`src/rtl/rom_image.svh`:
```
// boot ROM image, one 64-bit word per entry, lowest address first
// expands to an array literal for a table of RomWords entries

`ifndef ROM_IMAGE_SVH
`define ROM_IMAGE_SVH

`define ROM_IMAGE_WORDS '{ \
  64'h0010_029b_0000_0517, \
  64'h01f2_9293_0202_8293, \
  64'hf140_2573_0000_0597, \
  64'h0205_8593_0002_8067, \
  64'h8000_0537_0ff0_000f, \
  64'h0005_3583_0085_3603, \
  64'h00b6_0633_00c5_3823, \
  64'h1050_0073_ffdf_f06f, \
  64'hdead_beef_cafe_f00d, \
  64'h0123_4567_89ab_cdef, \
  64'h5a5a_a5a5_3c3c_c3c3, \
  64'h0000_0000_ffff_ffff, \
  64'h1357_9bdf_2468_ace0, \
  64'h8001_0002_4003_2004, \
  64'hfedc_ba98_7654_3210, \
  64'h7f7f_0101_8080_fefe  \
}

`endif

```
`src/rtl/bus_pkg.sv`:
```
// request and response channel widths
// credit counts for both directions and the response buffer depth

`default_nettype none

package bus_pkg;

  // ----------------------------------------------------------------------
  // data path
  // ----------------------------------------------------------------------
  localparam int unsigned AddrWidth      = 32;
  localparam int unsigned DataWidth      = 64;
  localparam int unsigned StrbWidth      = DataWidth / 8;
  // byte offset bits below one word
  localparam int unsigned WordOffsetBits = $clog2(StrbWidth);

  // ----------------------------------------------------------------------
  // flow control
  // ----------------------------------------------------------------------
  // request buffer depth, also the master's credits out of reset
  localparam int unsigned ReqCredits = 4;

  // response credits held by the fabric out of reset
  localparam int unsigned RspCredits = 4;
  localparam int unsigned RspDepth   = 4;

endpackage

`default_nettype wire

```
`src/rtl/map_pkg.sv`:
```
// address map of the fabric
// boot ROM and main SRAM windows, sizes in bytes and in words

`default_nettype none

package map_pkg;

  // ----------------------------------------------------------------------
  // boot ROM
  // ----------------------------------------------------------------------
  localparam logic [bus_pkg::AddrWidth-1:0] RomBase = 32'h0001_0000;
  localparam int unsigned RomLength = 128;
  localparam int unsigned RomWords  = RomLength / bus_pkg::StrbWidth;

  // ----------------------------------------------------------------------
  // main SRAM
  // ----------------------------------------------------------------------
  localparam logic [bus_pkg::AddrWidth-1:0] SramBase = 32'h8000_0000;
  // 8 KiB
  localparam int unsigned SramLength = 8 * 1024;
  localparam int unsigned SramWords  = SramLength / bus_pkg::StrbWidth;

  // anything outside these two windows is answered with an error

endpackage

`default_nettype wire

```
`src/rtl/boot_rom.sv`:
```
// boot ROM
// fixed word table from the ROM image, read one cycle after the enable

`timescale 1ns/1ps
`default_nettype none

`include "rom_image.svh"

module boot_rom (
  input  logic                                 clk_i,
  input  logic                                 en_i,
  input  logic [$clog2(map_pkg::RomWords)-1:0] index_i,
  output logic [bus_pkg::DataWidth-1:0]        rdata_o
);

  import bus_pkg::*;
  import map_pkg::*;

  localparam logic [DataWidth-1:0] RomTable [RomWords] = `ROM_IMAGE_WORDS;

  // registered read, the word holds while idle
  always_ff @(posedge clk_i) begin
    if (en_i) begin
      rdata_o <= RomTable[index_i];
    end
  end

endmodule

`default_nettype wire

```
`config.mk`:
```
export PLATFORM = sky130hd
export DESIGN_NAME = boot_rom
export DESIGN_NICKNAME = d
export VERILOG_FILES = /design/src/rtl/bus_pkg.sv /design/src/rtl/map_pkg.sv /design/src/rtl/boot_rom.sv
export VERILOG_INCLUDE_DIRS = /design/src /design/src/rtl
export SDC_FILE = /design/constraint.sdc
export NUM_CORES = 1
export LEC_CHECK = 0
export BUFFER_PORTS_ARGS = -buffer_cell sky130_fd_sc_hd__buf_2
export CELL_PAD_IN_SITES_DETAIL_PLACEMENT = 1
export CELL_PAD_IN_SITES_GLOBAL_PLACEMENT = 1
export CORE_ASPECT_RATIO = 1.4
export CORE_MARGIN = 2
export CORE_UTILIZATION = 36
export CTS_BUF_LIST = sky130_fd_sc_hd__clkbuf_4
export CTS_CLUSTER_DIAMETER = 200
export DETAILED_ROUTE_END_ITERATION = 16
export PLACE_DENSITY_LB_ADDON = 0.1
export SLEW_MARGIN = 20
export SYNTH_ARGS = -nofsm -noshare
export SYNTH_HDL_FRONTEND = slang
export SYNTH_SLANG_ARGS = --single-unit
```
`constraint.sdc`:
```
create_clock -name clk_i -period 2 [get_ports clk_i]
set_input_delay 0.2 -clock clk_i [delete_from_list [all_inputs] [get_ports clk_i]]
set_output_delay 0.2 -clock clk_i [all_outputs]
set_load 0.02 [all_outputs]
```
==> results.sh <==
export IMPL_status="complete, no violations"
export IMPL_postRouteAntennaNets=0
export IMPL_synth_most_common_cell="edfxtp_1"
export IMPL_start_util_pct=37.2
export IMPL_crit_path_end_kind="register"
export IMPL_cts_num_sinks=63
export IMPL_vias=2237
export IMPL_fin_nets=346
export IMPL_hp_class="primary input to register"
export IMPL_cp_required_ns=2.18
export IMPL_yosysSeqAreaShare_pct=62.0
export IMPL_vdd_drop_max_uv=450
export IMPL_cts_setup_buffers=0
export IMPL_critPathTopFamily="simple AND/OR/NAND/NOR gates"
export IMPL_rows=39
export IMPL_largest_reg_flops=63
export IMPL_power_w=0.00307
export IMPL_dp_hpwl_mm=5.39
export IMPL_dr_pass1_iters=5
export IMPL_syn_cell_area_um2=3050
export IMPL_syn_inst=260
export IMPL_top_regs="rdata_o (63)"
export IMPL_cts_buffers=9
export IMPL_drive_above_1_share_pct=29.6
export IMPL_yosys_area_top_type="edfxtp_1"
export IMPL_period_minus_slack_ns=1.48
export IMPL_clk_pin_slew_ns=0.11
export IMPL_ys_ff_latch=63
export IMPL_core_area_um2=8200
export IMPL_grt_max_degree=38
export IMPL_synth_common_cells="edfxtp_1, o21ai_0, nand2_1"
export IMPL_max_freq_ghz=0.677
export IMPL_ios=70
export IMPL_cts_buffer_depth=2
export IMPL_drt_vias_per_instance=5.12
export IMPL_drtIter0Drc=148
export IMPL_cts_root_buf="clkbuf_4"
export IMPL_cp_arrival_ns=1.65
export IMPL_critPathSlowestCell="ha_1"
export IMPL_n_antenna_cell=0
export IMPL_hold_viol_final=0
export IMPL_period_share_pct=73.9
export IMPL_path_cells="buf_2, inv_1, ha_1, or3b_4, o21ai_0, nor2_1"
export IMPL_drcViolationCount=0
export IMPL_grtUsageMet3_pct=4.94
export IMPL_synth_warnings=0
export IMPL_worstPathMaxFanout=16
export IMPL_synth_top_area_share_pct=62.0
export IMPL_synth_edf_count=63
export IMPL_critPathLaunchType="primary input"
export IMPL_area_growth_pct=18.6
export IMPL_fin_tns_setup_ns=0
export IMPL_maxSlewViolCount=0
export IMPL_die_w_um=81.8
export IMPL_synthArstFlopShare_pct=0
export IMPL_ys_flop_type="edfxtp_1"
export IMPL_cp_buffers_inverters=2
export IMPL_synth_area_leaders="edfxtp_1, o21ai_0, ha_1, nand2_1, a21oi_1"
export IMPL_grt_pass1_wl_mm=12.1
export IMPL_grt_usage_pct=18.0
export IMPL_power_density_nw_per_um2=848
export IMPL_synthesis_nets=275
export IMPL_slew_headroom_pct=57.0
export IMPL_grt_ovfl_total=0
export IMPL_wl_per_cell_um=17.6
export IMPL_largest_register="rdata_o"
export IMPL_grt_use_met1_pct=22.8
export IMPL_setup_viol=0
export IMPL_syn_avg_cell_area_um2=11.7
export IMPL_cts_hold_buf=0
export IMPL_tightest_slew_ns=0.645
export IMPL_synth_cell_types=39
export IMPL_drt_total_wl_mm=7.70
export IMPL_grt_busiest_layer="met2"
export IMPL_finalNonFillerCells=437
export IMPL_postCtsResizedCells=0
export IMPL_io_buffers=69
export IMPL_power_leakage_nw=1.46
export IMPL_critPathKind="primary input to register"
export IMPL_dieArea_um2=9240
export IMPL_use_met2_pct=28.5
export IMPL_grt_pass1_vias=2290
export IMPL_h_tree_depth=3
export IMPL_cap_violations=0
export IMPL_antenna_found_initial=0
export IMPL_dieHeight_um=113
export IMPL_dpl_cell_count=422
export IMPL_critical_path_max_stage_delay_ns=0.51
export IMPL_gp_congestion=0.808
export IMPL_rsz0062_at_grt="no"
export IMPL_cts_tree="yes"
[per-stage QoR]
step	worst slack, ns	hold slack [ns]	utilization, %	area, um^2
global route	0.446	0.288	44.1	3620
detailed placement	0.0789	0.645	42.6	3490
finish	0.523	0.281	44.1	3620
CTS	0.557	0.250	44.1	3620
global placement	0.145	0.642	42.6	3490
floorplan	0.350	0.312	-	3050
[report_power, final]
group / internal (W) / switching, W / leakage [nW]
clock network: 0.000378 / 0.000449 / 0.0673
registers: 0.00160 / 0.0000309 / 0.613
logic: 0.000192 / 0.000414 / 0.778
[kinds of logic (layout without fill, tap and decap cells)]
group | count (synthesis) | count (layout) | synth area share, %
AO/OA/AOI/OAI | 76 | 76 | 14.0
XOR/XNOR | 2 | 2 | 0.574
flip-flops | 63 | 63 | 62.0
AND/OR/NAND/NOR | 79 | 79 | 13.0
adder cells (fa/ha/maj) | 9 | 9 | 3.69
buffers and inverters | 28 | 103 | 5.33
multiplexers | 3 | 3 | 1.39
[layout by cell type, fill, tap and decap left out, types with 3 or more instances in the layout]
master,instances
and2_1,5
nor2_1,18
o21ai_0,36
a21o_1,3
nand3b_1,5
inv_1,5
buf_4,12
nor2b_1,7
o31ai_1,4
clkbuf_4,10
edfxtp_1,63
nand2b_1,9
nand2_1,26
buf_2,69
ha_1,9
a21oi_1,19
[per-layer routing]
| metal | routed length, um | up-vias | share of wire [%] |
|---|---|---|---|
| met5 | 0 | - | 0 |
| met3 | 310 | 10 | 4.0 |
| met4 | 114 | 0 | 1.5 |
| met1 | 3380 | 1085 | 44 |
| li1 | - | 1085 | - |
| met2 | 3890 | 57 | 51 |
[path summary, 6_finish.rpt]
check                       from          end  slack (ns)  cells after the start
worst max-delay path  index_i[0]  rdata_o[50]        0.52                      6
worst min-delay path  index_i[0]   rdata_o[2]        0.28                      3
[final cells by class]
class / count / area [um^2]
inverter: 6 / 22.5
clock buffer: 10 / 75.1
fill: 934 / 4580
timing repair buffer: 82 / 455
multi-input combinational: 169 / 996
sequential: 63 / 1890
clock inverter: 5 / 50.0
tap: 102 / 128
Note: power is estimated with default switching activity, not from simulation.
