==> config.mk <==
export PLATFORM = sky130hd
export DESIGN_NAME = req_ingress
export DESIGN_NICKNAME = d
export VERILOG_FILES = /design/src/rtl/rom_image.svh /design/src/rtl/bus_pkg.sv /design/src/rtl/req_ingress.sv
export SDC_FILE = /design/constraint.sdc
export NUM_CORES = 1
export LEC_CHECK = 0
export BUFFER_PORTS_ARGS = -buffer_cell sky130_fd_sc_hd__buf_2
export CAP_MARGIN = 20
export CORE_UTILIZATION = 24
export CTS_CLUSTER_SIZE = 12
export DETAILED_ROUTE_END_ITERATION = 12
export GPL_TIMING_DRIVEN = 0
export PLACE_DENSITY = 0.43
export SKIP_CTS_REPAIR_TIMING = 1
export SLEW_MARGIN = 20
export SYNTH_ARGS = -nofsm -noshare
export SYNTH_HDL_FRONTEND = slang
export SYNTH_SLANG_ARGS = --single-unit
==> constraint.sdc <==
create_clock -name clk_i -period 3.55 [get_ports clk_i]
set_input_delay 0.5325 -clock clk_i [delete_from_list [all_inputs] [get_ports clk_i]]
set_output_delay 0.5325 -clock clk_i [all_outputs]
set_load 0.05 [all_outputs]
==> src/rtl/rom_image.svh <==
// boot ROM image, one 64-bit word per entry, lowest address first
// expands to an array literal for a table of RomWords entries

`ifndef ROM_IMAGE_SVH
`define ROM_IMAGE_SVH

`define ROM_IMAGE_WORDS '{ \
  64'h0010_029b_0000_0517, \
  64'h01f2_9293_0202_8293, \
  64'hf140_2573_0000_0597, \
  64'h0205_8593_0002_8067, \
  64'h8000_0537_0ff0_000f, \
  64'h0005_3583_0085_3603, \
  64'h00b6_0633_00c5_3823, \
  64'h1050_0073_ffdf_f06f, \
  64'hdead_beef_cafe_f00d, \
  64'h0123_4567_89ab_cdef, \
  64'h5a5a_a5a5_3c3c_c3c3, \
  64'h0000_0000_ffff_ffff, \
  64'h1357_9bdf_2468_ace0, \
  64'h8001_0002_4003_2004, \
  64'hfedc_ba98_7654_3210, \
  64'h7f7f_0101_8080_fefe  \
}

`endif

==> src/rtl/bus_pkg.sv <==
// request and response channel widths
// credit counts for both directions and the response buffer depth

`default_nettype none

package bus_pkg;

  // ----------------------------------------------------------------------
  // data path
  // ----------------------------------------------------------------------
  localparam int unsigned AddrWidth      = 32;
  localparam int unsigned DataWidth      = 64;
  localparam int unsigned StrbWidth      = DataWidth / 8;
  // byte offset bits below one word
  localparam int unsigned WordOffsetBits = $clog2(StrbWidth);

  // ----------------------------------------------------------------------
  // flow control
  // ----------------------------------------------------------------------
  // request buffer depth, also the master's credits out of reset
  localparam int unsigned ReqCredits = 4;

  // response credits held by the fabric out of reset
  localparam int unsigned RspCredits = 4;
  localparam int unsigned RspDepth   = 4;

endpackage

`default_nettype wire

==> src/rtl/req_ingress.sv <==
// request buffer
// circular store for credited requests, head offered to the router,
// one credit pulse back to the master per popped entry

`timescale 1ns/1ps
`default_nettype none

module req_ingress (
  input  logic                          clk_i,
  input  logic                          rst_ni,
  input  logic                          req_valid_i,
  input  logic                          req_we_i,
  input  logic [bus_pkg::AddrWidth-1:0] req_addr_i,
  input  logic [bus_pkg::DataWidth-1:0] req_wdata_i,
  input  logic [bus_pkg::StrbWidth-1:0] req_be_i,
  output logic                          head_valid_o,
  output logic                          head_we_o,
  output logic [bus_pkg::AddrWidth-1:0] head_addr_o,
  output logic [bus_pkg::DataWidth-1:0] head_wdata_o,
  output logic [bus_pkg::StrbWidth-1:0] head_be_o,
  input  logic                          pop_i,
  output logic                          req_credit_o
);

  import bus_pkg::*;

  logic                 we_q    [ReqCredits];
  logic [AddrWidth-1:0] addr_q  [ReqCredits];
  logic [DataWidth-1:0] wdata_q [ReqCredits];
  logic [StrbWidth-1:0] be_q    [ReqCredits];

  // depth is a power of two so the pointers wrap by themselves
  logic [$clog2(ReqCredits)-1:0] wr_ptr_q, rd_ptr_q;
  logic [$clog2(ReqCredits):0]   count_q;
  logic                          credit_q;

  // master only sends while holding a credit, so a slot is always free
  always_ff @(posedge clk_i) begin
    if (req_valid_i) begin
      we_q[wr_ptr_q]    <= req_we_i;
      addr_q[wr_ptr_q]  <= req_addr_i;
      wdata_q[wr_ptr_q] <= req_wdata_i;
      be_q[wr_ptr_q]    <= req_be_i;
    end
  end

  always_ff @(posedge clk_i or negedge rst_ni) begin
    if (!rst_ni) begin
      wr_ptr_q <= '0;
      rd_ptr_q <= '0;
      count_q  <= '0;
      credit_q <= 1'b0;
    end else begin
      if (req_valid_i) begin
        wr_ptr_q <= wr_ptr_q + 1'b1;
      end
      if (pop_i) begin
        rd_ptr_q <= rd_ptr_q + 1'b1;
      end
      case ({req_valid_i, pop_i})
        2'b10:   count_q <= count_q + 1'b1;
        2'b01:   count_q <= count_q - 1'b1;
        default: count_q <= count_q;
      endcase
      // freed slot goes back as a credit one cycle later
      credit_q <= pop_i;
    end
  end

  assign head_valid_o = (count_q != '0);
  assign head_we_o    = we_q[rd_ptr_q];
  assign head_addr_o  = addr_q[rd_ptr_q];
  assign head_wdata_o = wdata_q[rd_ptr_q];
  assign head_be_o    = be_q[rd_ptr_q];
  assign req_credit_o = credit_q;

endmodule

`default_nettype wire

==> impl_metrics.yaml, run 1 <==
outcome:
  status: "finished, final reports clean"
clock_network:
  tritoncts: "yes"
  clk_pin_slew_ps: 60
  cts_sinks: 428
  clk_root_buffer_cell: "clkbuf_16"
  cts_buffers: 49
  insertion_delay_ps: 570
  htree_levels: 2
  clock_path_buffers: 3
critical_path:
  r2r-end: "wdata_q[1][23]"
  cp.arrival_ps: 2610
  cp-start-kind: "flop"
  endpoint_kind: "primary output"
  rrSetupSlack_ps: 1580
  critPathKind: "reg -> out"
  worstPathRequired_ps: 3020
  startpoint: "rd_ptr_q[1]"
  cp-endpoint: "head_addr_o[28]"
  crit_fanout: 10
  r2r-start: "wr_ptr_q[1]"
  reg2reg_depth: 5
final_layout:
  multiInputGateArea_mm2: 0.00257
  layout.cells.non_filler: 1750
  final.fill_count: 6213
  design_area_mm2: 0.0195
  drive_above_1_share: 0.468
  seq_area_mm2: 0.0128
  syn_to_final_growth_pct: 25.3
  nNetsFinal: 979
logic_synthesis:
  yosysSeqAreaShare: 0.824
  syn_area_mm2: 0.0155
  ys_types: 19
  syn_inst: 585
  syn_area_per_cell_um2: 26.6
  syn_nets: 700
  ys_warn_count: 0
  ys_ff_latch: 428
place:
  place_ws_ps: 837
  gp_congestion: 0.642
  dp.cells: 1658
  place_area_mm2: 0.0180
  numPortBuffers: 215
  hpwl_um: 22000
global_route:
  grt_antenna_before_repair: 6
  gr-total-overflow: 0
  track_usage: 0.108
  grt_start_max_net_pins: 34
  grt_pass1_wl_um: 52600
  grt_pass1_vias: 7805
drt:
  met3WireLength_um: 2470
  ant_nets: 0
  wl_per_cell_um: 20.2
  first_pass_iters: 4
  drc_errors: 0
  top_layer: "met5"
  met2_length_um: 16900
  drtIter0Drc: 361
  drt-vias-per-instance: 4.04
  met1_length_um: 15100
  wirelength_um: 35400
  vias: 7074
timing:
  final.setup_skew_ps: 12.4
  fin_setup_tns_ps: 0
  setup_ws_ps: 411
  period_share: 0.884
  slew_viol_final: 0
  rsz0062_at_grt: "false"
  worstMarginPinSlew_ps: 899
  setup_viol: 0
  finalCriticalPeriod_ps: 3140
  slew_headroom: 0.401
  hold_violations: 0
  max_freq_mhz: 319
floorplanning:
  dieArea_mm2: 0.0658
  ios: 216
  core_area_mm2: 0.0635
  rows: 92
  die_y_um: 256
  start_util: 0.245
  die_x_um: 256
flow_run:
  max-cap-violations: 0
power:
  irDropWorstVdd_v: 0.000451
  p_leak_nw: 6.54
  p_total_mw: 18.8
  power_density_mw_per_mm2: 965
worst_hold_path:
  hold_class: "in -> reg"
metal layers:
metal,vias to the layer above,GRT usage
li1,3090,-
met1,3721,0.141
met2,185,0.172
met3,70,0.0336
met4,8,0.0359
met5,-,0
synth_stat cells, drive strengths merged:
library cell  number  area share
edfxtp           420        0.81
ha                 5      0.0040
nor2               1     0.00024
o21ai              1     0.00032
mux2i              1     0.00064
xor2               4      0.0023
dfrtp              8       0.013
and2               4      0.0016
clkbuf             5      0.0012
xnor2              2      0.0011
inv                6      0.0014
fa                 1      0.0013
buf               19      0.0085
or3                1     0.00040
mux4             105        0.15
nand2              2     0.00048
cells by family after synthesis:
group | after synthesis | share of synthesized area
flip-flops | 428 | 0.824
multiplexers | 106 | 0.153
buffers and inverters | 30 | 0.0112
AND/OR/NAND/NOR | 8 | 0.00274
XOR/XNOR | 6 | 0.00338
adder cells (fa/ha/maj) | 6 | 0.00531
AO/OA/AOI/OAI | 1 | 0.000322
cell usage in the layout (no fill, tap or decap), types with 3 or more instances in the layout:
cell type / n
edfxtp_1: 420
buf_2: 228
mux4_2: 105
clkbuf_16: 51
clkbuf_1: 19
clkinv_2: 10
buf_12: 9
dfrtp_1: 8
clkinv_1: 7
inv_1: 6
ha_1: 5
buf_6: 4
and2_4: 4
xor2_1: 4
diode_2: 3
buf_16: 3
report_power, final:
part / total (mW) / internal, mW / switching, mW
Clock: 4.77 / 2.78 / 1.98
Sequential: 6.77 / 6.59 / 0.177
Combinational: 7.26 / 2.13 / 5.12
Total: 18.8 / 11.5 / 7.28
how the worst min path moves through the flow:
stage | slack (ps) | end | from | cells past startpoint
after floorplan | 240 | count_q[0] | rst_ni | 0
after global routing | 130 | req_credit_o | pop_i | 1
after global placement | 400 | req_credit_o | rst_ni | 1
after detailed placement | 400 | req_credit_o | rst_ni | 1
final | 160 | req_credit_o | pop_i | 1
after CTS | -240 | count_q[0] | rst_ni | 1
worst max-delay path, stage by stage (launching register included):
cell,delay [ps]
dfrtp_1,320
buf_2,270
clkbuf_1,720
mux4_2,480
buf_2,250
stage by stage:
stage / hold slack, ps / utilization
after detailed placement: 398 / 0.283
final: 159 / 0.306
after CTS: -242 / 0.306
after floorplan: 237 / -
after global placement: 401 / 0.278
after global routing: 126 / 0.306
state kept, by name (all words and copies together) (netlist names):
name / cells
wdata_q: 256
addr_q: 128
be_q: 32
we_q: 4
count_q: 3
rd_ptr_q: 2
wr_ptr_q: 2
req_credit_o: 1
final cells by class:
class                           count  area share
Antenna cell                        3    0.000386
Buffer                             24     0.00777
Clock buffer                       66      0.0689
Clock inverter                     22     0.00829
Inverter                            6     0.00116
Multi-Input combinational cell    127       0.132
Sequential cell                   428       0.658
Tap cell                          846      0.0544
Timing Repair Buffer              228      0.0693
(Power assumes the default switching activity.)
==> run 2, diff against run 1 <==
--- a/config.mk
+++ b/config.mk
@@ -7,11 +7,13 @@
 export LEC_CHECK = 0
 export BUFFER_PORTS_ARGS = -buffer_cell sky130_fd_sc_hd__buf_2
 export CAP_MARGIN = 20
+export CORE_MARGIN = 2
 export CORE_UTILIZATION = 24
 export CTS_CLUSTER_SIZE = 12
 export DETAILED_ROUTE_END_ITERATION = 12
 export GPL_TIMING_DRIVEN = 0
-export PLACE_DENSITY = 0.43
+export PLACE_DENSITY = 0.37
+export RECOVER_POWER = 100
 export SKIP_CTS_REPAIR_TIMING = 1
 export SLEW_MARGIN = 20
 export SYNTH_ARGS = -nofsm -noshare
==> run 2 against run 1 <==
Effect of this change:
- the run now ends with capacitance limit, slew limit left
- worst setup slack got worse by 44 ps
- cell count increased by 0.34%
- clock power increased by 2%
- routed wire length increased by 0.62%
- critical endpoint is now head_wdata_o[42]
==> impl_metrics.yaml, run 2 (same netlist as run 1, synthesis figures left out) <==
place:
  hpwl_um: 22000
  gp_congestion: 0.658
  place_ws_ps: 988
  numPortBuffers: 215
critical_path:
  crit_fanout: 10
  cp.arrival_ps: 2650
  worstPathRequired_ps: 3020
  endpoint_kind: "primary output"
  cp-start-kind: "flop"
  critPathKind: "reg -> out"
  reg2reg_depth: 5
clock_network:
  insertion_delay_ps: 580
  htree_levels: 2
  clock_path_buffers: 3
  tritoncts: "yes"
  cts_sinks: 428
  clk_pin_slew_ps: 50
  cts_buffers: 50
  clk_root_buffer_cell: "clkbuf_16"
global_route:
  grt_antenna_before_repair: 1
  track_usage: 0.107
  grt_pass1_vias: 7832
  grt_start_max_net_pins: 42
  gr-total-overflow: 0
  grt_pass1_wl_um: 53000
drt:
  wl_per_cell_um: 20.3
  met3WireLength_um: 2130
  first_pass_iters: 4
  ant_nets: 0
  met1_length_um: 15200
  drtIter0Drc: 312
  wirelength_um: 35600
  vias: 6992
  drt-vias-per-instance: 3.98
  met2_length_um: 17400
  top_layer: "met5"
  drc_errors: 0
floorplanning:
  core_area_mm2: 0.0642
  start_util: 0.242
  ios: 216
  die_x_um: 258
  die_y_um: 258
  dieArea_mm2: 0.0668
  rows: 93
final_layout:
  syn_to_final_growth_pct: 23.7
  largest_register_ffs: 256
  nNetsFinal: 977
  regMostFlops: "wdata_q"
  utilization: 0.299
  mostFrequentLayoutCells: "edfxtp_1, clkbuf_1, mux4_2"
  reg.largest.list: "wdata_q (256), addr_q (128), be_q (32)"
  final_common_cell: "edfxtp_1"
  antennaDiodeCount: 0
  drive_above_1_share: 0.254
worst_hold_path:
  hold_class: "in -> reg"
  min_path_cells: 1
power:
  power_frac_comb: 0.377
  p_clk_frac: 0.260
  pwr-share-seq: 0.363
  p_switching_mw: 7.31
  p_int_mw: 11.4
  power_density_mw_per_mm2: 972
  sw_frac_of_total: 0.391
  p_leak_nw: 6.02
  irDropWorstVdd_v: 0.000359
timing:
  hold_violations: 0
  finalCriticalPeriod_ps: 3180
  slew_viol_final: 106
  period_share: 0.897
  setup_ws_ps: 367
  max_freq_mhz: 314
  final.setup_skew_ps: 21.4
  slew_headroom: -0.476
  worstMarginPinSlew_ps: 2210
  setup_viol: 0
  rsz0062_at_grt: "false"
flow_run:
  max-cap-violations: 4
outcome:
  violations: "capacitance limit, slew limit"
  status: "finished, violations left"
run 2: cell types whose count changed in the layout (fill, tap and decap cells not counted), moves of 2 or more:
| cell | before | now |
|---|---|---|
| and2_1 | 0 | 3 |
| and2_4 | 4 | 0 |
| buf_12 | 9 | 1 |
| buf_16 | 3 | 7 |
| buf_2 | 228 | 31 |
| clkbuf_1 | 19 | 205 |
| clkbuf_2 | 0 | 8 |
| clkinv_1 | 7 | 10 |
| clkinv_2 | 10 | 12 |
| diode_2 | 3 | 0 |
run 2: area by class of cell:
| class | count | area, um2 |
|---|---|---|
| Fill cell | 6386 | 45000 |
| Sequential cell | 428 | 12800 |
| Multi-Input combinational cell | 127 | 2560 |
| Clock buffer | 62 | 1320 |
| Timing Repair Buffer | 225 | 1070 |
| Tap cell | 855 | 1070 |
| Clock inverter | 29 | 224 |
| Buffer | 24 | 150 |
| Inverter | 6 | 22.5 |
run 2: path summary, 6_finish.rpt:
path	start	end	slack (ps)
max in group asynchronous	rst_ni	rd_ptr_q[0]	2770
min reg2reg	count_q[2]	count_q[2]	470
min	pop_i	req_credit_o	200
max	rd_ptr_q[1]	head_wdata_o[42]	370
min in group asynchronous	rst_ni	count_q[1]	440
max reg2reg	wr_ptr_q[1]	wdata_q[1][36]	530
run 2: power groups by stage:
stage	Clock [mW]	Combinational (mW)	Sequential, mW
2_1_floorplan	0	5.38	6.93
3_3_place_gp	0	7.29	7.12
3_5_place_dp	0	7.47	6.89
4_1_cts	5.05	7.49	6.78
5_1_grt	5.21	7.51	6.87
6_report	4.86	7.04	6.79
run 2: routing by layer:
layer / up-vias / global-route usage
met1: 3664 / 0.135
met2: 161 / 0.176
met3: 72 / 0.0317
li1: 3093 / -
met5: - / 0
met4: 2 / 0.0356
run 2: through the flow:
stage	power (mW)	area, um2	TNS (ps)	std cells	hold WS [ps]
detailed placement	14.4	17900	0	1664	403
floorplan	12.3	15500	0	585	237
CTS	19.3	19500	0	1755	-225
global placement	14.4	17700	-1114350	1655	395
finish	18.7	19200	0	1756	197
global route	19.6	19200	0	1756	185
run 2: critical path, stage by stage (launching register included):
cell and delay, ps:
dfrtp_1 310, buf_2 230, buf_2 390, clkbuf_2 410
mux4_2 270, clkbuf_1 480
