File: src/rtl/rom_image.svh
// boot ROM image, one 64-bit word per entry, lowest address first
// expands to an array literal for a table of RomWords entries

`ifndef ROM_IMAGE_SVH
`define ROM_IMAGE_SVH

`define ROM_IMAGE_WORDS '{ \
  64'h0010_029b_0000_0517, \
  64'h01f2_9293_0202_8293, \
  64'hf140_2573_0000_0597, \
  64'h0205_8593_0002_8067, \
  64'h8000_0537_0ff0_000f, \
  64'h0005_3583_0085_3603, \
  64'h00b6_0633_00c5_3823, \
  64'h1050_0073_ffdf_f06f, \
  64'hdead_beef_cafe_f00d, \
  64'h0123_4567_89ab_cdef, \
  64'h5a5a_a5a5_3c3c_c3c3, \
  64'h0000_0000_ffff_ffff, \
  64'h1357_9bdf_2468_ace0, \
  64'h8001_0002_4003_2004, \
  64'hfedc_ba98_7654_3210, \
  64'h7f7f_0101_8080_fefe  \
}

`endif

File: src/rtl/bus_pkg.sv
// request and response channel widths
// credit counts for both directions and the response buffer depth

`default_nettype none

package bus_pkg;

  // ----------------------------------------------------------------------
  // data path
  // ----------------------------------------------------------------------
  localparam int unsigned AddrWidth      = 32;
  localparam int unsigned DataWidth      = 64;
  localparam int unsigned StrbWidth      = DataWidth / 8;
  // byte offset bits below one word
  localparam int unsigned WordOffsetBits = $clog2(StrbWidth);

  // ----------------------------------------------------------------------
  // flow control
  // ----------------------------------------------------------------------
  // request buffer depth, also the master's credits out of reset
  localparam int unsigned ReqCredits = 4;

  // response credits held by the fabric out of reset
  localparam int unsigned RspCredits = 4;
  localparam int unsigned RspDepth   = 4;

endpackage

`default_nettype wire

File: src/rtl/map_pkg.sv
// address map of the fabric
// boot ROM and main SRAM windows, sizes in bytes and in words

`default_nettype none

package map_pkg;

  // ----------------------------------------------------------------------
  // boot ROM
  // ----------------------------------------------------------------------
  localparam logic [bus_pkg::AddrWidth-1:0] RomBase = 32'h0001_0000;
  localparam int unsigned RomLength = 128;
  localparam int unsigned RomWords  = RomLength / bus_pkg::StrbWidth;

  // ----------------------------------------------------------------------
  // main SRAM
  // ----------------------------------------------------------------------
  localparam logic [bus_pkg::AddrWidth-1:0] SramBase = 32'h8000_0000;
  // 8 KiB
  localparam int unsigned SramLength = 8 * 1024;
  localparam int unsigned SramWords  = SramLength / bus_pkg::StrbWidth;

  // anything outside these two windows is answered with an error

endpackage

`default_nettype wire

File: src/rtl/region_router.sv
// address decode and memory dispatch
// pops the buffered request, drives ROM or SRAM, and pushes the
// response with its error flag one cycle later

`timescale 1ns/1ps
`default_nettype none

module region_router (
  input  logic                                  clk_i,
  input  logic                                  rst_ni,
  input  logic                                  head_valid_i,
  input  logic                                  head_we_i,
  input  logic [bus_pkg::AddrWidth-1:0]         head_addr_i,
  input  logic [bus_pkg::DataWidth-1:0]         head_wdata_i,
  input  logic [bus_pkg::StrbWidth-1:0]         head_be_i,
  output logic                                  pop_o,
  input  logic                                  slot_free_i,
  output logic                                  rom_en_o,
  output logic [$clog2(map_pkg::RomWords)-1:0]  rom_index_o,
  input  logic [bus_pkg::DataWidth-1:0]         rom_rdata_i,
  output logic                                  sram_en_o,
  output logic                                  sram_we_o,
  output logic [$clog2(map_pkg::SramWords)-1:0] sram_index_o,
  output logic [bus_pkg::DataWidth-1:0]         sram_wdata_o,
  output logic [bus_pkg::StrbWidth-1:0]         sram_be_o,
  input  logic [bus_pkg::DataWidth-1:0]         sram_rdata_i,
  output logic                                  push_o,
  output logic [bus_pkg::DataWidth-1:0]         push_rdata_o,
  output logic                                  push_err_o
);

  import bus_pkg::*;
  import map_pkg::*;

  logic [AddrWidth-1:0] rom_offset;
  logic [AddrWidth-1:0] sram_offset;
  logic                 rom_hit;
  logic                 sram_hit;
  logic                 decode_err;

  // state of the access in flight
  logic inflight_q;
  logic rom_rd_q;
  logic sram_rd_q;
  logic err_q;

  // ----------------------------------------------------------------------
  // decode
  // ----------------------------------------------------------------------
  // below a base the offset wraps high, so one compare checks both ends
  assign rom_offset  = head_addr_i - RomBase;
  assign sram_offset = head_addr_i - SramBase;
  assign rom_hit     = (rom_offset < AddrWidth'(RomLength));
  assign sram_hit    = (sram_offset < AddrWidth'(SramLength));

  // unmapped, or a store into the ROM
  assign decode_err = !(rom_hit || sram_hit) || (rom_hit && head_we_i);

  assign pop_o = head_valid_i && slot_free_i;

  // ----------------------------------------------------------------------
  // memory dispatch
  // ----------------------------------------------------------------------
  assign rom_en_o    = pop_o && rom_hit && !head_we_i;
  assign rom_index_o = rom_offset[WordOffsetBits +: $clog2(RomWords)];

  assign sram_en_o    = pop_o && sram_hit;
  assign sram_we_o    = head_we_i;
  assign sram_index_o = sram_offset[WordOffsetBits +: $clog2(SramWords)];
  assign sram_wdata_o = head_wdata_i;
  assign sram_be_o    = head_be_i;

  always_ff @(posedge clk_i or negedge rst_ni) begin
    if (!rst_ni) begin
      inflight_q <= 1'b0;
      rom_rd_q   <= 1'b0;
      sram_rd_q  <= 1'b0;
      err_q      <= 1'b0;
    end else begin
      inflight_q <= pop_o;
      rom_rd_q   <= rom_en_o;
      sram_rd_q  <= sram_en_o && !head_we_i;
      err_q      <= pop_o && decode_err;
    end
  end

  // ----------------------------------------------------------------------
  // response push
  // ----------------------------------------------------------------------
  // writes and errors carry zero data
  always_comb begin
    push_rdata_o = '0;
    if (rom_rd_q) begin
      push_rdata_o = rom_rdata_i;
    end else if (sram_rd_q) begin
      push_rdata_o = sram_rdata_i;
    end
  end

  assign push_o     = inflight_q;
  assign push_err_o = err_q;

endmodule

`default_nettype wire

File: config.mk
export PLATFORM = sky130hd
export DESIGN_NAME = region_router
export DESIGN_NICKNAME = d
export VERILOG_FILES = /design/src/rtl/rom_image.svh /design/src/rtl/bus_pkg.sv /design/src/rtl/map_pkg.sv /design/src/rtl/region_router.sv
export SDC_FILE = /design/constraint.sdc
export NUM_CORES = 1
export LEC_CHECK = 0
export BUFFER_PORTS_ARGS = -buffer_cell sky130_fd_sc_hd__clkbuf_2
export CAP_MARGIN = 20
export CORE_AREA = 2 2 153 155
export CTS_CLUSTER_DIAMETER = 30
export DETAILED_ROUTE_END_ITERATION = 6
export DIE_AREA = 0 0 155 157
export PLACE_DENSITY_LB_ADDON = 0.15
export SYNTH_ARGS = -nofsm -noshare
export SYNTH_HDL_FRONTEND = slang
export SYNTH_SLANG_ARGS = --single-unit
File: constraint.sdc
create_clock -name clk_i -period 1.8 [get_ports clk_i]
set_input_delay 0.09 -clock clk_i [delete_from_list [all_inputs] [get_ports clk_i]]
set_output_delay 0.09 -clock clk_i [all_outputs]
set_load 0.05 [all_outputs]
==> metrics, run 1 <==
status=finished, final reports clean; Syn Nets=434; setup TNS=0 ns; Hold Startpoint=head_we_i; vias per inst=roughly 3.2; crit-path cells=nor2b_4 -> buf_12 -> a22o_1 -> clkbuf_2; Global Route Usage Sum=0.05342; largest net degree at the start of global routing=between 60 and 70; WHS Endpoint=sram_rd_q; Hold WC Path Type=primary input to register; chip width=around 160 microns; Post-Synthesis Cells=between 150 and 200; drt drc=0; DR WL/cell=roughly 12 microns; CTS tree=done; area of the die=24340 sq um; sequential share of power=0.132; Pins Over Slew Limit=0; pwr dens=between 200 and 250 nW/um^2; grt total ovfl=0; Die Y-Extent=around 160 microns; vias=~2000; Clk pwr share=0.513; Slew @ Worst Pin=between 0.3 and 0.4 ns; crit path kind=register to output pin; initial DRC count=67; Worst Setup End Kind=output pin; Synthesis Warnings=0; Nets=between 500 and 600; Initial Util=0.06845; Routed Antenna Nets=0; Cell variety after synth=21; Synth area leaders=buf_4 42%, a22o_1 36%, dfrtp_1 6.5%; HPWL Detailed=approximately 6.7 mm; LEAKAGE=1.462 nW; clock buffer count from CTS=3; initial antenna violation count=1; Num Clock Sinks=4; Avg Cell Area, Syn=between 7 and 8 sq um; Critical Path Slowest Stage Cell=dfrtp_2; most frequent cells in the layout=210 x clkbuf_2, 63 x a22o_1, 25 x buf_12; Root Buffer=clkbuf_16; Net Sw Power=185.7 uW; #FFs+latches synth=4; unrepaired setup endpoints after global routing=false; hold depth=2; Worst Path Required=approximately 1.7 ns; Combinational Power Share=0.355; Seq/Total Area, Yosys=0.06499; core area=22500 sq um; worst vdd ir=between 0.0003 and 0.0004 V; first-pass GRT wire length=10.24 mm; io pins=between 300 and 400; Site Rows=55; max incr delay on CP=roughly 0.43 ns; switching part of the total=0.2631; input/output buffers=roughly 230; clock transition at the registers of the reported paths=approximately 0.030 ns; Fin. Hold Viols=0; share of cells above drive strength 1=0.7202; most common cell after layout, fill and taps aside=clkbuf_2; Final Setup Violations=0; max_cap viols=0; Placer Congestion=approximately 0.66; total power=~710 uW; DR pass1 iterations=4; CTS max path bufs=2; worst endpoint data arrival time=between 1.5 and 2 ns; vias in the first global route=1975; diode count=0; Routed Wire Length=7.570 mm; CP Launch Type=register; Fmax=598.6 MHz; Filler Cells Inserted=between 2000 and 3000; post-synth top area cell=buf_4; period utilization=0.9281; relative slew slack=0.7907; Mapped Area=1540 sq um; share of the synthesized area in the top cell type=0.4240; area delta synth->final=83.43%; crit-path max FO=63; H-tree depth=1; Int Power=approximately 520 uW; Final min period=around 1.7 ns
-- flip-flops by register name, indices dropped and copies added (netlist names) --
name and flops:
push_err_o 1, push_o 1, sram_rd_q 1, rom_rd_q 1
-- worst max-delay path, delay by kind of cell (launching register included) --
kind | cells | cell delay (ns)
and+or+nand+nor | 1 | 0.14
AOI/OAI and AO/OA | 1 | 0.19
buffers and inverters | 2 | 0.53
DFF | 1 | 0.43
-- area by class of cell --
cell class	count	area [sq um]	share of cell area
Timing Repair Buffer	236	1562	0.5527
Clock buffer	4	78.83	0.02790
Sequential cell	4	101.3	0.03587
Multi-Input combinational cell	89	715.7	0.2533
Tap cell	285	356.6	0.1262
Inverter	3	11.26	0.003986
-- how the worst max path moves through the flow --
stage,from,endpoint,cells after the start
final,rom_rd_q,push_rdata_o[62],4
after floorplan,head_addr_i[30],sram_en_o,3
after detailed placement,sram_rd_q,push_rdata_o[50],4
after CTS,sram_rd_q,push_rdata_o[50],4
after global routing,sram_rd_q,push_rdata_o[62],4
after global placement,head_we_i,rom_en_o,6
-- what timing repair did --
item                                    4_1_cts  5_1_grt
endpoints found under the hold margin         4        0
buffers inserted                              0        0
endpoints found under the setup margin        0        0
hold buffers                                  1        0
gates resized for setup                       0        0
-- Yosys cell counts (all sizes together) --
cell / count
a21oi: 2
a22o: 63
and2b: 1
and3: 1
buf: 99
clkbuf: 2
dfrtp: 4
inv: 3
nand2: 4
nand3b: 1
nand4: 2
nor2: 1
nor2b: 1
nor3: 6
nor4: 4
o21ai: 1
o31ai: 1
xor2: 1
-- per-stage QoR --
| stage | util | setup WS (ns) | hold slack, ns | std cells | instance area [sq um] |
|---|---|---|---|---|---|
| after floorplan | - | 0.09866 | -0.2056 | 197 | 1540 |
| after global routing | 0.1255 | 0.04586 | 0.1228 | 621 | 2825 |
| after CTS | 0.1255 | 0.1157 | 0.1155 | 621 | 2825 |
| final | 0.1255 | 0.1294 | 0.1027 | 621 | 2825 |
| after global placement | 0.1216 | 0.3467 | -0.09127 | 616 | 2736 |
| after detailed placement | 0.1216 | 0.3558 | -0.09448 | 616 | 2736 |
-- logic make-up (layout without fill, tap and decap cells) --
| kind of cell | count (synthesis) | after routing | synth area share |
|---|---|---|---|
| AOI/OAI and AO/OA | 67 | 67 | 0.3729 |
| xor gates and xnor gates | 1 | 1 | 0.005687 |
| buffers and inverters | 104 | 243 | 0.4752 |
| DFF | 4 | 4 | 0.06499 |
| and+or+nand+nor | 21 | 21 | 0.08123 |
-- layer usage --
layer | vias up | wire (microns) | global-route usage
met5 | - | 13 | 0
met4 | 2 | 285 | 0.02910
met3 | 37 | 1094 | 0.02065
met2 | 186 | 3683 | 0.1026
met1 | 853 | 2492 | 0.04802
li1 | 918 | - | -
-- power groups by stage --
stage                     Sequential (mW)  Clock (mW)  Combinational [mW]
after CTS                          0.0934       0.366               0.257
after global placement             0.0945           0               0.251
after floorplan                     0.103           0               0.538
after global routing               0.0936       0.368               0.274
after detailed placement           0.0944           0               0.253
final                              0.0933       0.362               0.251
Note: power is estimated with default switching activity, not from simulation.
==> run 2: changes to the inputs <==
clock period = 2 ns   (was 1.8 ns; I/O delays follow)
==> run 2 against run 1 <==
Combinational power is 11% lower. Via count fell by 0.30%. Largest cell class unchanged. Hold slack better by 0.0077 ns. Final cell count unchanged. Sequential share of layout area up 0.50 points. Highest routed layer unchanged. Clock-buffer cell count did not move. Sequential cell count did not move. Critical path depth unchanged. Global-route usage down 0.29 points. Setup slack improved by 0.18 ns. Die area did not move. Design area decreased by 12%.
==> metrics, run 2 (same netlist as run 1, synthesis figures left out) <==
unrepaired setup endpoints after global routing=false; relative slew slack=0.7895; Nets=~570; Routed Wire Length=about 7.2 mm; CTS tree=done; Fmax=592.1 MHz; diode count=0; Pins Over Slew Limit=0; clock transition at the registers of the reported paths=about 0.03 ns; Root Buffer=clkbuf_16; Fin. Hold Viols=0; most common cell after layout, fill and taps aside=clkbuf_2; most frequent cells in the layout=233 x clkbuf_2, 63 x a22o_1, 5 x nor3_1; LEAKAGE=roughly 1.4 nW; H-tree depth=1; crit-path max FO=between 60 and 70; chip width=155 microns; crit path kind=register to output pin; share of cells above drive strength 1=0.7202; Final Setup Violations=0; Routed Antenna Nets=0; grt total ovfl=0; CTS max path bufs=2; io pins=just under 400; Die Y-Extent=157 microns; max_cap viols=0; worst endpoint data arrival time=between 1.5 and 2 ns; status=finished, final reports clean; area of the die=roughly 24000 sq um; period utilization=0.8444; Global Route Usage Sum=0.05057; Final min period=between 1.5 and 2 ns; Worst Setup End Kind=output pin; core area=22500 sq um; drt drc=0; clock buffer count from CTS=3; design area=about 2500 sq um; HPWL Detailed=6.294 mm; setup TNS=0 ns; vias=about 2000; Slew @ Worst Pin=between 0.3 and 0.4 ns; Hold WC Path Type=primary input to register; Num Clock Sinks=4; input/output buffers=233; DR pass1 iterations=4; CTS resizes=0; vias in the first global route=1915; largest net degree at the start of global routing=66; Initial Util=0.06845; setup bufs post-CTS=0; Filler Cells Inserted=2620; vias per inst=3.205; DP Area=2391 sq um; pwr dens=between 200 and 300 nW/um^2; Worst Path Required=between 1.5 and 2 ns; initial DRC count=57; first-pass GRT wire length=between 9 and 10 mm; worst vdd ir=between 0.0001 and 0.00015 V; CP Launch Type=register; Site Rows=between 50 and 60; Cell Count Post-Placement=616; initial antenna violation count=1; DR WL/cell=roughly 12 microns; area delta synth->final=61.01%; Placer Congestion=approximately 0.65; Final Non-Filler Cells=around 620
-- run 2: cell types whose count changed in the layout (fill, tap and decap cells not counted), sizes merged --
cell,change
buf,-23
clkbuf,+23
-- run 2: timing repair --
| action | CTS | global route |
|---|---|---|
| hold endpoints to repair | 4 | 0 |
| setup endpoints to repair | 0 | 0 |
| hold buffers | 1 | 0 |
-- run 2: layer usage --
layer  up-vias  GRT usage  wire length [microns]
li1        917          -                      -
met1       848    0.04140                   2244
met2       186     0.1031                   3643
met3        37    0.01817                   1013
met4         2    0.02822                    275
met5         -          0                     13
-- run 2: worst paths after layout --
kind	start	end	depth (start not counted)
max	sram_rd_q	push_rdata_o[9]	4
min	head_we_i	sram_rd_q	2
max in group asynchronous	rst_ni	rom_rd_q	2
min in group asynchronous	rst_ni	sram_rd_q	2
-- run 2: area by class of cell --
type | instances | area (sq um) | share of cell area
clock buffers | 4 | 78.83 | 0.03179
inverters | 3 | 11.26 | 0.004541
multi-input cells | 89 | 715.7 | 0.2886
flip-flops and latches | 4 | 101.3 | 0.04087
well taps | 285 | 356.6 | 0.1438
repair buffers | 236 | 1216 | 0.4904
-- run 2: metrics by stage --
stage	power [mW]	util	setup slack [ns]	hold slack [ns]
after global placement	0.3110	0.1063	0.5062	-0.07951
after detailed placement	0.3112	0.1063	0.5008	-0.08030
after global routing	0.6730	0.1102	0.2075	0.1323
final	0.6324	0.1102	0.3112	0.1104
after CTS	0.6432	0.1102	0.2633	0.1233
after floorplan	0.5767	-	0.2787	-0.1956
-- run 2: power breakdown --
group	leakage [nW]	switching [mW]	total [mW]	internal (mW)
sequential	0.0521	0.000505	0.0840	0.0835
clock	0.0382	0.0605	0.324	0.264
combinational	1.29	0.104	0.224	0.121
total	1.38	0.165	0.632	0.468
-- run 2: worst max-delay path, cell delays in order, from the launching register on --
cell and delay (ns):
dfrtp_1 0.39, nor2b_4 0.18, buf_12 0.25, a22o_1 0.19
clkbuf_2 0.29
