==> src/rtl/rom_image.svh <==
// boot ROM image, one 64-bit word per entry, lowest address first
// expands to an array literal for a table of RomWords entries

`ifndef ROM_IMAGE_SVH
`define ROM_IMAGE_SVH

`define ROM_IMAGE_WORDS '{ \
  64'h0010_029b_0000_0517, \
  64'h01f2_9293_0202_8293, \
  64'hf140_2573_0000_0597, \
  64'h0205_8593_0002_8067, \
  64'h8000_0537_0ff0_000f, \
  64'h0005_3583_0085_3603, \
  64'h00b6_0633_00c5_3823, \
  64'h1050_0073_ffdf_f06f, \
  64'hdead_beef_cafe_f00d, \
  64'h0123_4567_89ab_cdef, \
  64'h5a5a_a5a5_3c3c_c3c3, \
  64'h0000_0000_ffff_ffff, \
  64'h1357_9bdf_2468_ace0, \
  64'h8001_0002_4003_2004, \
  64'hfedc_ba98_7654_3210, \
  64'h7f7f_0101_8080_fefe  \
}

`endif

==> src/rtl/bus_pkg.sv <==
// request and response channel widths
// credit counts for both directions and the response buffer depth

`default_nettype none

package bus_pkg;

  // ----------------------------------------------------------------------
  // data path
  // ----------------------------------------------------------------------
  localparam int unsigned AddrWidth      = 32;
  localparam int unsigned DataWidth      = 64;
  localparam int unsigned StrbWidth      = DataWidth / 8;
  // byte offset bits below one word
  localparam int unsigned WordOffsetBits = $clog2(StrbWidth);

  // ----------------------------------------------------------------------
  // flow control
  // ----------------------------------------------------------------------
  // request buffer depth, also the master's credits out of reset
  localparam int unsigned ReqCredits = 4;

  // response credits held by the fabric out of reset
  localparam int unsigned RspCredits = 4;
  localparam int unsigned RspDepth   = 4;

endpackage

`default_nettype wire

==> src/rtl/rsp_egress.sv <==
// response buffer
// in-order FIFO that releases one response per cycle against the
// credits returned by the master

`timescale 1ns/1ps
`default_nettype none

module rsp_egress (
  input  logic                          clk_i,
  input  logic                          rst_ni,
  input  logic                          push_i,
  input  logic [bus_pkg::DataWidth-1:0] push_rdata_i,
  input  logic                          push_err_i,
  output logic                          slot_free_o,
  input  logic                          rsp_credit_i,
  output logic                          rsp_valid_o,
  output logic [bus_pkg::DataWidth-1:0] rsp_rdata_o,
  output logic                          rsp_err_o
);

  import bus_pkg::*;

  logic [DataWidth-1:0] rdata_q [RspDepth];
  logic                 err_q   [RspDepth];

  logic [$clog2(RspDepth)-1:0] wr_ptr_q, rd_ptr_q;
  logic [$clog2(RspDepth):0]   count_q;
  logic [$clog2(RspDepth):0]   reserved;
  logic [$clog2(RspCredits):0] credit_q;
  logic                        emit;

  // stored entries plus the push landing this cycle
  assign reserved    = count_q + {{$clog2(RspDepth){1'b0}}, push_i};
  assign slot_free_o = (reserved < RspDepth);

  assign emit = (count_q != '0) && (credit_q != '0);

  always_ff @(posedge clk_i) begin
    if (push_i) begin
      rdata_q[wr_ptr_q] <= push_rdata_i;
      err_q[wr_ptr_q]   <= push_err_i;
    end
  end

  always_ff @(posedge clk_i or negedge rst_ni) begin
    if (!rst_ni) begin
      wr_ptr_q <= '0;
      rd_ptr_q <= '0;
      count_q  <= '0;
      credit_q <= ($clog2(RspCredits)+1)'(RspCredits);
    end else begin
      if (push_i) begin
        wr_ptr_q <= wr_ptr_q + 1'b1;
      end
      if (emit) begin
        rd_ptr_q <= rd_ptr_q + 1'b1;
      end
      case ({push_i, emit})
        2'b10:   count_q <= count_q + 1'b1;
        2'b01:   count_q <= count_q - 1'b1;
        default: count_q <= count_q;
      endcase
      // one credit spent per response, one back per master pulse
      case ({emit, rsp_credit_i})
        2'b10:   credit_q <= credit_q - 1'b1;
        2'b01:   credit_q <= credit_q + 1'b1;
        default: credit_q <= credit_q;
      endcase
    end
  end

  assign rsp_valid_o = emit;
  assign rsp_rdata_o = rdata_q[rd_ptr_q];
  assign rsp_err_o   = err_q[rd_ptr_q];

endmodule

`default_nettype wire

==> config.mk <==
export PLATFORM = sky130hd
export DESIGN_NAME = rsp_egress
export DESIGN_NICKNAME = d
export VERILOG_FILES = /design/src/rtl/rom_image.svh /design/src/rtl/bus_pkg.sv /design/src/rtl/rsp_egress.sv
export SDC_FILE = /design/constraint.sdc
export NUM_CORES = 1
export LEC_CHECK = 0
export ABC_AREA = 1
export BUFFER_PORTS_ARGS = -buffer_cell sky130_fd_sc_hd__buf_2
export CAP_MARGIN = 10
export CORE_UTILIZATION = 52
export DETAILED_ROUTE_END_ITERATION = 8
export PLACE_DENSITY_LB_ADDON = 0.1
export SLEW_MARGIN = 5
export SYNTH_ARGS = -nofsm -noshare
export SYNTH_HDL_FRONTEND = slang
export SYNTH_SLANG_ARGS = --single-unit
export TNS_END_PERCENT = 100
==> constraint.sdc <==
create_clock -name clk_i -period 2.2 [get_ports clk_i]
set_input_delay 0.11 -clock clk_i [delete_from_list [all_inputs] [get_ports clk_i]]
set_output_delay 0.11 -clock clk_i [all_outputs]
set_load 0.02 [all_outputs]
==> out/results.ini, run 1 <==
[cells_and_area]
layout_common_cells = edfxtp_1 (260), nand2_1 (222), inv_1 (144)
final_common_cell = edfxtp_1
layout.nets = 1127
area_growth_pct = 24.84
stdcell_area_um2 = 13560
fillers = 1486
layout-drive-gt1-share_pct = 18.99

[sta]
period_needed_ns = 2.028
fin_crit_sh_pct = 92.20
fmax_mhz = 493.0
whs_ns = 0.07019
finalClockSkew_ns = 0.01205
fin_ws_ns = 0.1717
slew_violations = 0
setup_viol = 0
hold_viol_final = 0
worst_pin_slew_ns = 0.5088
rsz0062_at_grt = false
final.setup.tns_ns = 0
slew_headroom_pct = 66.08

[grt]
grt.total_usage_pct = 19.15
overflow = 0
antenna_found_initial = 1
grt_pass1_vias = 6449
grt_max_degree = 68
grt_pass1_wl_mm = 32.42

[route]
dr.pass1.iters = 4
finalWirelength_mm = 20.53
vias = 6602
drc = 0
wl_per_cell_um = 15.32
drt_iter0_drc = 230
via_per_inst = 4.927
ant_nets = 0

[cts]
cts_buffer_depth = 3
clock_sinks = 270
clk_pin_slew_ns = 0.06
cts_made_buffers = 27
cts_htree_levels = 1
cts_tree = built
clock_latency_ns = 0.52
clockRootBuffer = clkbuf_16

[die]
die_h_um = 146.5
fp.dieArea_um2 = 21460
rows = 52
coreArea_um2 = 20360
start_util_pct = 53.32
io_pins = 136
die_w_um = 146.5

[logic_synthesis]
syn_area_um2 = 10860
synth_seq_area_share_pct = 74.22
synth_top_family_by_area = compound AO/OA/AOI/OAI gates
synthDistinctLibCells = 21
synth_nets = 916
yosys.area_share.adder_pct = 1.060
syn_inst = 839
synth-xor-area-share_pct = 0.3227
synthSimpleGateAreaFrac_pct = 8.089
ys_ff_latch = 270
synthTopCellsByArea = edfxtp_1 (72%), o211ai_1 (9.0%), nand2_1 (7.7%)
synth_top_cell_by_area = edfxtp_1
synth_compound_area_share_pct = 9.080
yosysTopAreaCellShare_pct = 71.91
ys_warn_count = 0
synth.avg_cell_area_um2 = 12.94
muxShareOfSynthArea_pct = 0

[pwr]
vdd_ir_drop_max_mv = 0.8293
powerDensity_nw_per_um2 = 1348
p_leak_nw = 5.532

[placement]
gp_congestion = 0.7198
dpl_cell_area_um2 = 11960
port_buffers = 135
dp_slack_ns = 0.3442
dp_hpwl_mm = 11.36

[critical_path]
path_buf_inv = 3
cp_slowest_cell = dfrtp_2
worstSetupEndpointType = primary output
cp_slowest_stage_delay_ns = 0.43
worstReg2RegEnd = count_q[2]$_DFFE_PN0P_
crit_chain = inv_2, buf_4, o211ai_1, nand2_1, buf_2
r2r_setup_slack_ns = 0.34
arrival_ns = 1.92
rr_startpoint = credit_q[2]$_DFFE_PN1P_
critPathLaunchType = register
reg2regPathDepth = 11
crit_cells = 5
path_class = register to primary output
critPathMaxFanout = 38
cp_top_family = buffers and inverters
required_ns = 2.09

[flow_run]
drv_cap = 0

[hold_path]
hold_path.class = primary input to asynchronous set/reset pin

[status]
status = complete, no violations

where the power goes:
group          switching [W]  leakage, nW  internal (W)  total, W
registers           0.000259         2.50       0.00675   0.00701
logic                0.00463         2.61       0.00231   0.00693
clock network        0.00176        0.417       0.00258   0.00433
total                0.00664         5.53        0.0116    0.0183
metrics by stage:
step           power [W]  util (%)  cells
5_1_grt          0.01938     66.56   1340
3_5_place_dp     0.01387     58.71   1218
6_report         0.01827     66.56   1340
2_1_floorplan    0.01165         -    839
4_1_cts          0.01830     66.26   1335
3_3_place_gp     0.01377     58.71   1218
kinds of logic after synthesis:
family          Yosys count
xor+xnor                  4
flops                   270
fa+ha+maj                 8
compound gates          132
buf+inv                 194
simple gates            231
worst max path at each step:
| stage | start | endpoint |
|---|---|---|
| after floorplan | wr_ptr_q[0]$_DFFE_PN0P_ | err_q[0]$_DFFE_PP_ |
| after global placement | credit_q[2]$_DFFE_PN1P_ | count_q[2]$_DFFE_PN0P_ |
| after detailed placement | credit_q[2]$_DFFE_PN1P_ | count_q[2]$_DFFE_PN0P_ |
| after CTS | rd_ptr_q[0]$_DFFE_PN0P_ | rsp_rdata_o[42] |
| after global routing | rd_ptr_q[1]$_DFFE_PN0P_ | rsp_rdata_o[1] |
| final | rd_ptr_q[1]$_DFFE_PN0P_ | rsp_rdata_o[19] |
per-layer routing:
layer | vias to the layer above | global-route usage, % | share of wire [%]
met5 | - | 0 | 0
met4 | 0 | 4.635 | 2.1
met3 | 31 | 3.969 | 4.7
met2 | 134 | 33.69 | 50
met1 | 3105 | 24.29 | 44
li1 | 3332 | - | -
layout make-up:
cell class,instances,area [um2],area share [%]
Sequential cell,270,8061,59.47
Multi-Input combinational cell,375,2014,14.86
Timing Repair Buffer,224,1674,12.35
Clock buffer,37,743.2,5.483
Inverter,150,604.3,4.458
Tap cell,270,337.8,2.492
Clock inverter,11,100.1,0.7384
Timing Repair inverter,2,17.52,0.1292
Antenna cell,1,2.502,0.01846
repair_timing:
action | 4_1_cts | 5_1_grt
gates resized for setup | 2 | 4
cloned | 0 | 2
hold buffers | 69 | 0
hold endpoints to repair | 274 | 0
endpoints found under the setup margin | 3 | 10
buffers inserted | 0 | 2
cells in the mapped netlist (all sizes together):
library cell and count:
nand2 222, dfstp 1, o21ai 2, edfxtp 260, inv 150, clkbuf 7
xor2 2, o211ai 130, nor2 2, dfrtp 9, nand4 2, buf 37
xnor2 2, nand3 5, fa 2, ha 6
flip-flops by register name, summed over array words and instances (netlist names):
signal	cells
credit_q	3
wr_ptr_q	2
rdata_q	256
rd_ptr_q	2
count_q	3
err_q	4
Note: power is estimated with default switching activity, not from simulation.
==> inputs of run 2 (changes only) <==
Settings changed: BUFFER_PORTS_ARGS -buffer_cell sky130_fd_sc_hd__buf_2 to -buffer_cell sky130_fd_sc_hd__buf_4, MAX_ROUTING_LAYER set to met4.
==> out/results.ini, run 2 (synthesized netlist as in run 1, its figures left out) <==
[status]
status = complete, no violations

[grt]
antenna_found_initial = 0
top_usage_layer = met2
grt_max_degree = 68
grt.total_usage_pct = 20.28
overflow = 0
grt_pass1_vias = 6320
met2_usage_pct = 34.31
gr-usage-met1_pct = 25.61
grt_pass1_wl_mm = 32.78
use_met3_pct = 3.438

[pwr]
vdd_ir_drop_max_mv = 0.9010
finalPower_w = 0.01866
p_clk_share_pct = 22.5
p_comb_share_pct = 39.9
p_leak_nw = 5.614
p_sw_share_pct = 35.80
seqPwrFrac_pct = 37.6
switching_power_w = 0.006681
p_int_w = 0.01198
powerDensity_nw_per_um2 = 1349

[sta]
whs_ns = 0.07769
slew_headroom_pct = 67.10
period_needed_ns = 2.072
slew_violations = 0
setup_viol = 0
finalClockSkew_ns = 0.009854
fmax_mhz = 482.5
rsz0062_at_grt = false
hold_viol_final = 0
fin_crit_sh_pct = 94.20
final.setup.tns_ns = 0
worst_pin_slew_ns = 0.4925

[critical_path]
critPathMaxFanout = 46
cp_slowest_stage_delay_ns = 0.42
reg2regPathDepth = 11
crit_chain = bufinv_16, buf_6, nand2_1, o211ai_1, nand2_1, buf_4
cp_slowest_cell = dfrtp_1
r2r_setup_slack_ns = 0.33
arrival_ns = 1.96
rr_startpoint = credit_q[2]$_DFFE_PN1P_
crit_top_cell = nand2_1
worstReg2RegEnd = count_q[2]$_DFFE_PN0P_
path_class = register to primary output
required_ns = 2.09
worstSetupEndpointType = primary output
critPathLaunchType = register

[cells_and_area]
top_regs = rdata_q (256), err_q (4)
final_common_cell = edfxtp_1
n_antenna_cell = 0
area_growth_pct = 27.44
top_register = rdata_q
stdcell_area_um2 = 13840
layout_common_cells = edfxtp_1 (260), nand2_1 (222), inv_1 (144)
layout.nets = 1123
layout-drive-gt1-share_pct = 18.57
largest_reg_flops = 256

[cts]
clk_pin_slew_ns = 0.06
cts_tree = built
cts_buffer_depth = 3
clockRootBuffer = clkbuf_16
clock_latency_ns = 0.52
cts_made_buffers = 27
clock_sinks = 270
post-cts-setup-buffer-count = 0
cts_htree_levels = 1

[hold_path]
hold_path.class = primary input to asynchronous set/reset pin

[route]
drt_iter0_drc = 269
finalWirelength_mm = 20.82
vias = 6700
via_per_inst = 5.015
drc = 0
wl_per_cell_um = 15.58
dr.pass1.iters = 4
ant_nets = 0

[die]
start_util_pct = 53.32
die_w_um = 146.5
coreArea_um2 = 20360
die_h_um = 146.5
fp.dieArea_um2 = 21460
io_pins = 136
rows = 52

[placement]
gp_congestion = 0.7210
dp_hpwl_mm = 11.72
port_buffers = 135
dpl_cell_area_um2 = 12310

[flow_run]
drv_cap = 0

-- run 2: cell count changes in the layout (fill, tap and decap cells not counted), sizes merged --
cell      before  now
diode          1    0
inv          147  145
clkinvlp       4    5
clkbuf        37   38
buf          155  153
bufinv         3    2
-- run 2: per-stage QoR --
step | setup slack, ns | std cells | util, %
global placement | 0.3877 | 1218 | 60.43
finish | 0.1276 | 1336 | 67.95
floorplan | 0.1444 | 839 | -
global route | 0.007384 | 1336 | 67.95
detailed placement | 0.3515 | 1218 | 60.43
CTS | 0.004572 | 1336 | 67.87
-- run 2: critical path: cells and delay by family (launching register included) --
| family | cells | cell delay [ns] |
|---|---|---|
| flip-flops | 1 | 0.42 |
| buffers and inverters | 3 | 0.74 |
| AND/OR/NAND/NOR | 2 | 0.17 |
| AO/OA/AOI/OAI | 1 | 0.10 |
-- run 2: routing by layer --
layer	wire length, um	up-vias
li1	-	3330
met1	8992	3180
met2	10470	160
met3	1028	30
met4	331	0
met5	0	-
-- run 2: what timing repair did --
item | 4_1_cts | 5_1_grt
pin swaps | 0 | 0
setup endpoints to repair | 6 | 38
endpoints found under the hold margin | 273 | 0
hold buffers | 69 | 0
gates resized for setup | 3 | 4
-- run 2: power groups by stage --
stage	Clock, W	Combinational (W)	Sequential (W)
2_1_floorplan	0	0.00456	0.00708
3_3_place_gp	0	0.00728	0.00709
3_5_place_dp	0	0.00737	0.00713
4_1_cts	0.00428	0.00754	0.00702
5_1_grt	0.00449	0.00816	0.00710
6_report	0.00419	0.00745	0.00702
-- run 2: worst max path at each step --
stage / startpoint / endpoint / slack, ns / depth (start not counted)
2_1_floorplan: wr_ptr_q[0]$_DFFE_PN0P_ / err_q[0]$_DFFE_PP_ / 0.14 / 4
3_3_place_gp: credit_q[2]$_DFFE_PN1P_ / count_q[2]$_DFFE_PN0P_ / 0.39 / 11
3_5_place_dp: credit_q[2]$_DFFE_PN1P_ / count_q[2]$_DFFE_PN0P_ / 0.35 / 11
4_1_cts: rd_ptr_q[0]$_DFFE_PN0P_ / rsp_rdata_o[11] / 0.005 / 6
5_1_grt: rd_ptr_q[0]$_DFFE_PN0P_ / rsp_rdata_o[53] / 0.007 / 6
6_report: rd_ptr_q[0]$_DFFE_PN0P_ / rsp_rdata_o[11] / 0.13 / 6
-- run 2: final cells by class --
cell class,instances,area [um2]
Clock buffer,38,726.9
Clock inverter,11,80.08
Inverter,150,604.3
Tap cell,270,337.8
Fill cell,1479,6528
Sequential cell,270,8060
Timing Repair Buffer,222,2013
Multi-Input combinational cell,375,2014
==> inputs of run 3 (changes only) <==
Settings changed: CELL_PAD_IN_SITES_DETAIL_PLACEMENT set to 1, CELL_PAD_IN_SITES_GLOBAL_PLACEMENT set to 1, CORE_UTILIZATION 52 to 42.
==> out/results.ini, run 3 (synthesized netlist as in run 1, its figures left out) <==
[critical_path]
r2r_setup_slack_ns = 0.30
crit_path_end = rsp_rdata_o[25]
arrival_ns = 1.97
path_class = register to primary output
rr_startpoint = credit_q[2]$_DFFE_PN1P_
startpoint = rd_ptr_q[0]$_DFFE_PN0P_
reg2regPathDepth = 11
worstReg2RegEnd = count_q[2]$_DFFE_PN0P_
critPathMaxFanout = 38
required_ns = 2.09
critPathLaunchType = register
worstSetupEndpointType = primary output

[cells_and_area]
multiInputGateArea_um2 = 2014
top_regs = rdata_q (256), err_q (4)
final_common_cell = edfxtp_1
seq_area_um2 = 8060
layout.nets = 1127
fillers = 2527
largest_reg_flops = 256
layout_common_cells = edfxtp_1 (260), nand2_1 (222), inv_1 (144)
layout-drive-gt1-share_pct = 18.43
top_register = rdata_q
n_antenna_cell = 0
area_growth_pct = 28.98
stdcell_area_um2 = 14000

[pwr]
p_leak_nw = 5.658
powerDensity_nw_per_um2 = 1368
vdd_ir_drop_max_mv = 0.8474

[cts]
cts_buffer_depth = 3
cts_made_buffers = 29
clock_sinks = 270
clk_pin_slew_ns = 0.06
cts_htree_levels = 1
post-cts-setup-buffer-count = 0
cts_tree = built
clockRootBuffer = clkbuf_16
clock_latency_ns = 0.52

[flow_run]
drv_cap = 0

[route]
via_per_inst = 4.878
wl_per_cell_um = 17.01
ant_nets = 0
finalWirelength_mm = 23.80
drc = 0
vias = 6824
drt_iter0_drc = 237
dr.pass1.iters = 4

[sta]
fin_crit_sh_pct = 94.53
slew_violations = 0
hold_viol_final = 0
slew_headroom_pct = 65.84
fmax_mhz = 480.8
finalClockSkew_ns = 0.007788
final.setup.tns_ns = 0
rsz0062_at_grt = true
setup_viol = 0
fin_ws_ns = 0.1203
worst_pin_slew_ns = 0.5107
period_needed_ns = 2.080

[grt]
grt_pass1_wl_mm = 36.76
grt.total_usage_pct = 18.46
grt_pass1_vias = 7254
grt_max_degree = 77
overflow = 0
antenna_found_initial = 0

[die]
die_h_um = 162.8
die_w_um = 162.8
fp.dieArea_um2 = 26500
io_pins = 136
rows = 58
coreArea_um2 = 25250
start_util_pct = 42.99

[placement]
port_buffers = 135
dp_hpwl_mm = 13.48
dp_slack_ns = 0.3042
dpl_cell_area_um2 = 12380
gp_congestion = 0.6808

[status]
status = complete, no violations

[hold_path]
hold_path.class = primary input to asynchronous set/reset pin

==> run 3: cell count changes in the layout (fill, tap and decap cells not counted) <==
cell,before,now
clkinv_1,2,9
clkbuf_1,10,7
buf_6,3,1
clkbuf_16,27,31
clkbuf_8,1,0
buf_12,13,11
inv_8,0,1
buf_16,0,2
buf_4,137,139
clkinv_2,7,3
clkinvlp_4,5,4
==> run 3: per-stage QoR <==
step	hold WS, ns	std cells	utilization, %	power, W
after floorplan	-0.1856	839	-	0.01165
after global placement	-0.04065	1278	49.03	0.01451
after detailed placement	-0.03988	1278	49.03	0.01468
after CTS	0.03067	1397	55.20	0.01929
after global routing	0.06741	1399	55.45	0.02031
final	0.08407	1399	55.45	0.01915
==> run 3: what timing repair did <==
action,in CTS,in global routing
gates cloned,0,2
setup endpoints to repair,1,40
hold buffers,69,0
pin swaps,0,0
endpoints found under the hold margin,273,0
gates resized for setup,1,4
==> run 3: cell type report <==
class	instances	area share [%]
multi-input combinational	375	14.38
timing repair buffer	224	14.79
tap	330	2.948
clock buffer	36	5.369
inverter	150	4.181
clock inverter	14	0.7773
sequential	270	57.55
==> run 3: worst min path at each step <==
| stage | start | endpoint | slack [ns] |
|---|---|---|---|
| 2_1_floorplan | rst_ni | count_q[0]$_DFFE_PN0P_ | -0.19 |
| 3_3_place_gp | rst_ni | credit_q[0]$_DFFE_PN0P_ | -0.04 |
| 3_5_place_dp | rst_ni | credit_q[1]$_DFFE_PN0P_ | -0.04 |
| 4_1_cts | rst_ni | credit_q[2]$_DFFE_PN1P_ | 0.03 |
| 5_1_grt | rst_ni | credit_q[2]$_DFFE_PN1P_ | 0.07 |
| 6_report | rst_ni | credit_q[2]$_DFFE_PN1P_ | 0.08 |
==> run 3: power breakdown <==
| part | internal, W | switching [W] | total (W) |
|---|---|---|---|
| clock | 0.00262 | 0.00182 | 0.00444 |
| combinational | 0.00287 | 0.00481 | 0.00768 |
| sequential | 0.00675 | 0.000284 | 0.00704 |
==> run 3: worst max-delay path: stages, from the launching register on <==
cell and delay [ns]:
dfrtp_1 0.45, inv_8 0.25, buf_16 0.24, nand2_1 0.09, o211ai_1 0.12, nand2_1 0.11, buf_4 0.17
==> run 3: metal layers <==
layer  routed length, um  global-route usage [%]  up-vias
met3                 972                   2.954       22
met4                 270                   3.526        0
li1                    -                       -     3315
met2               12650                   34.00      120
met5                   0                       -        -
met1                9908                   21.15     3367
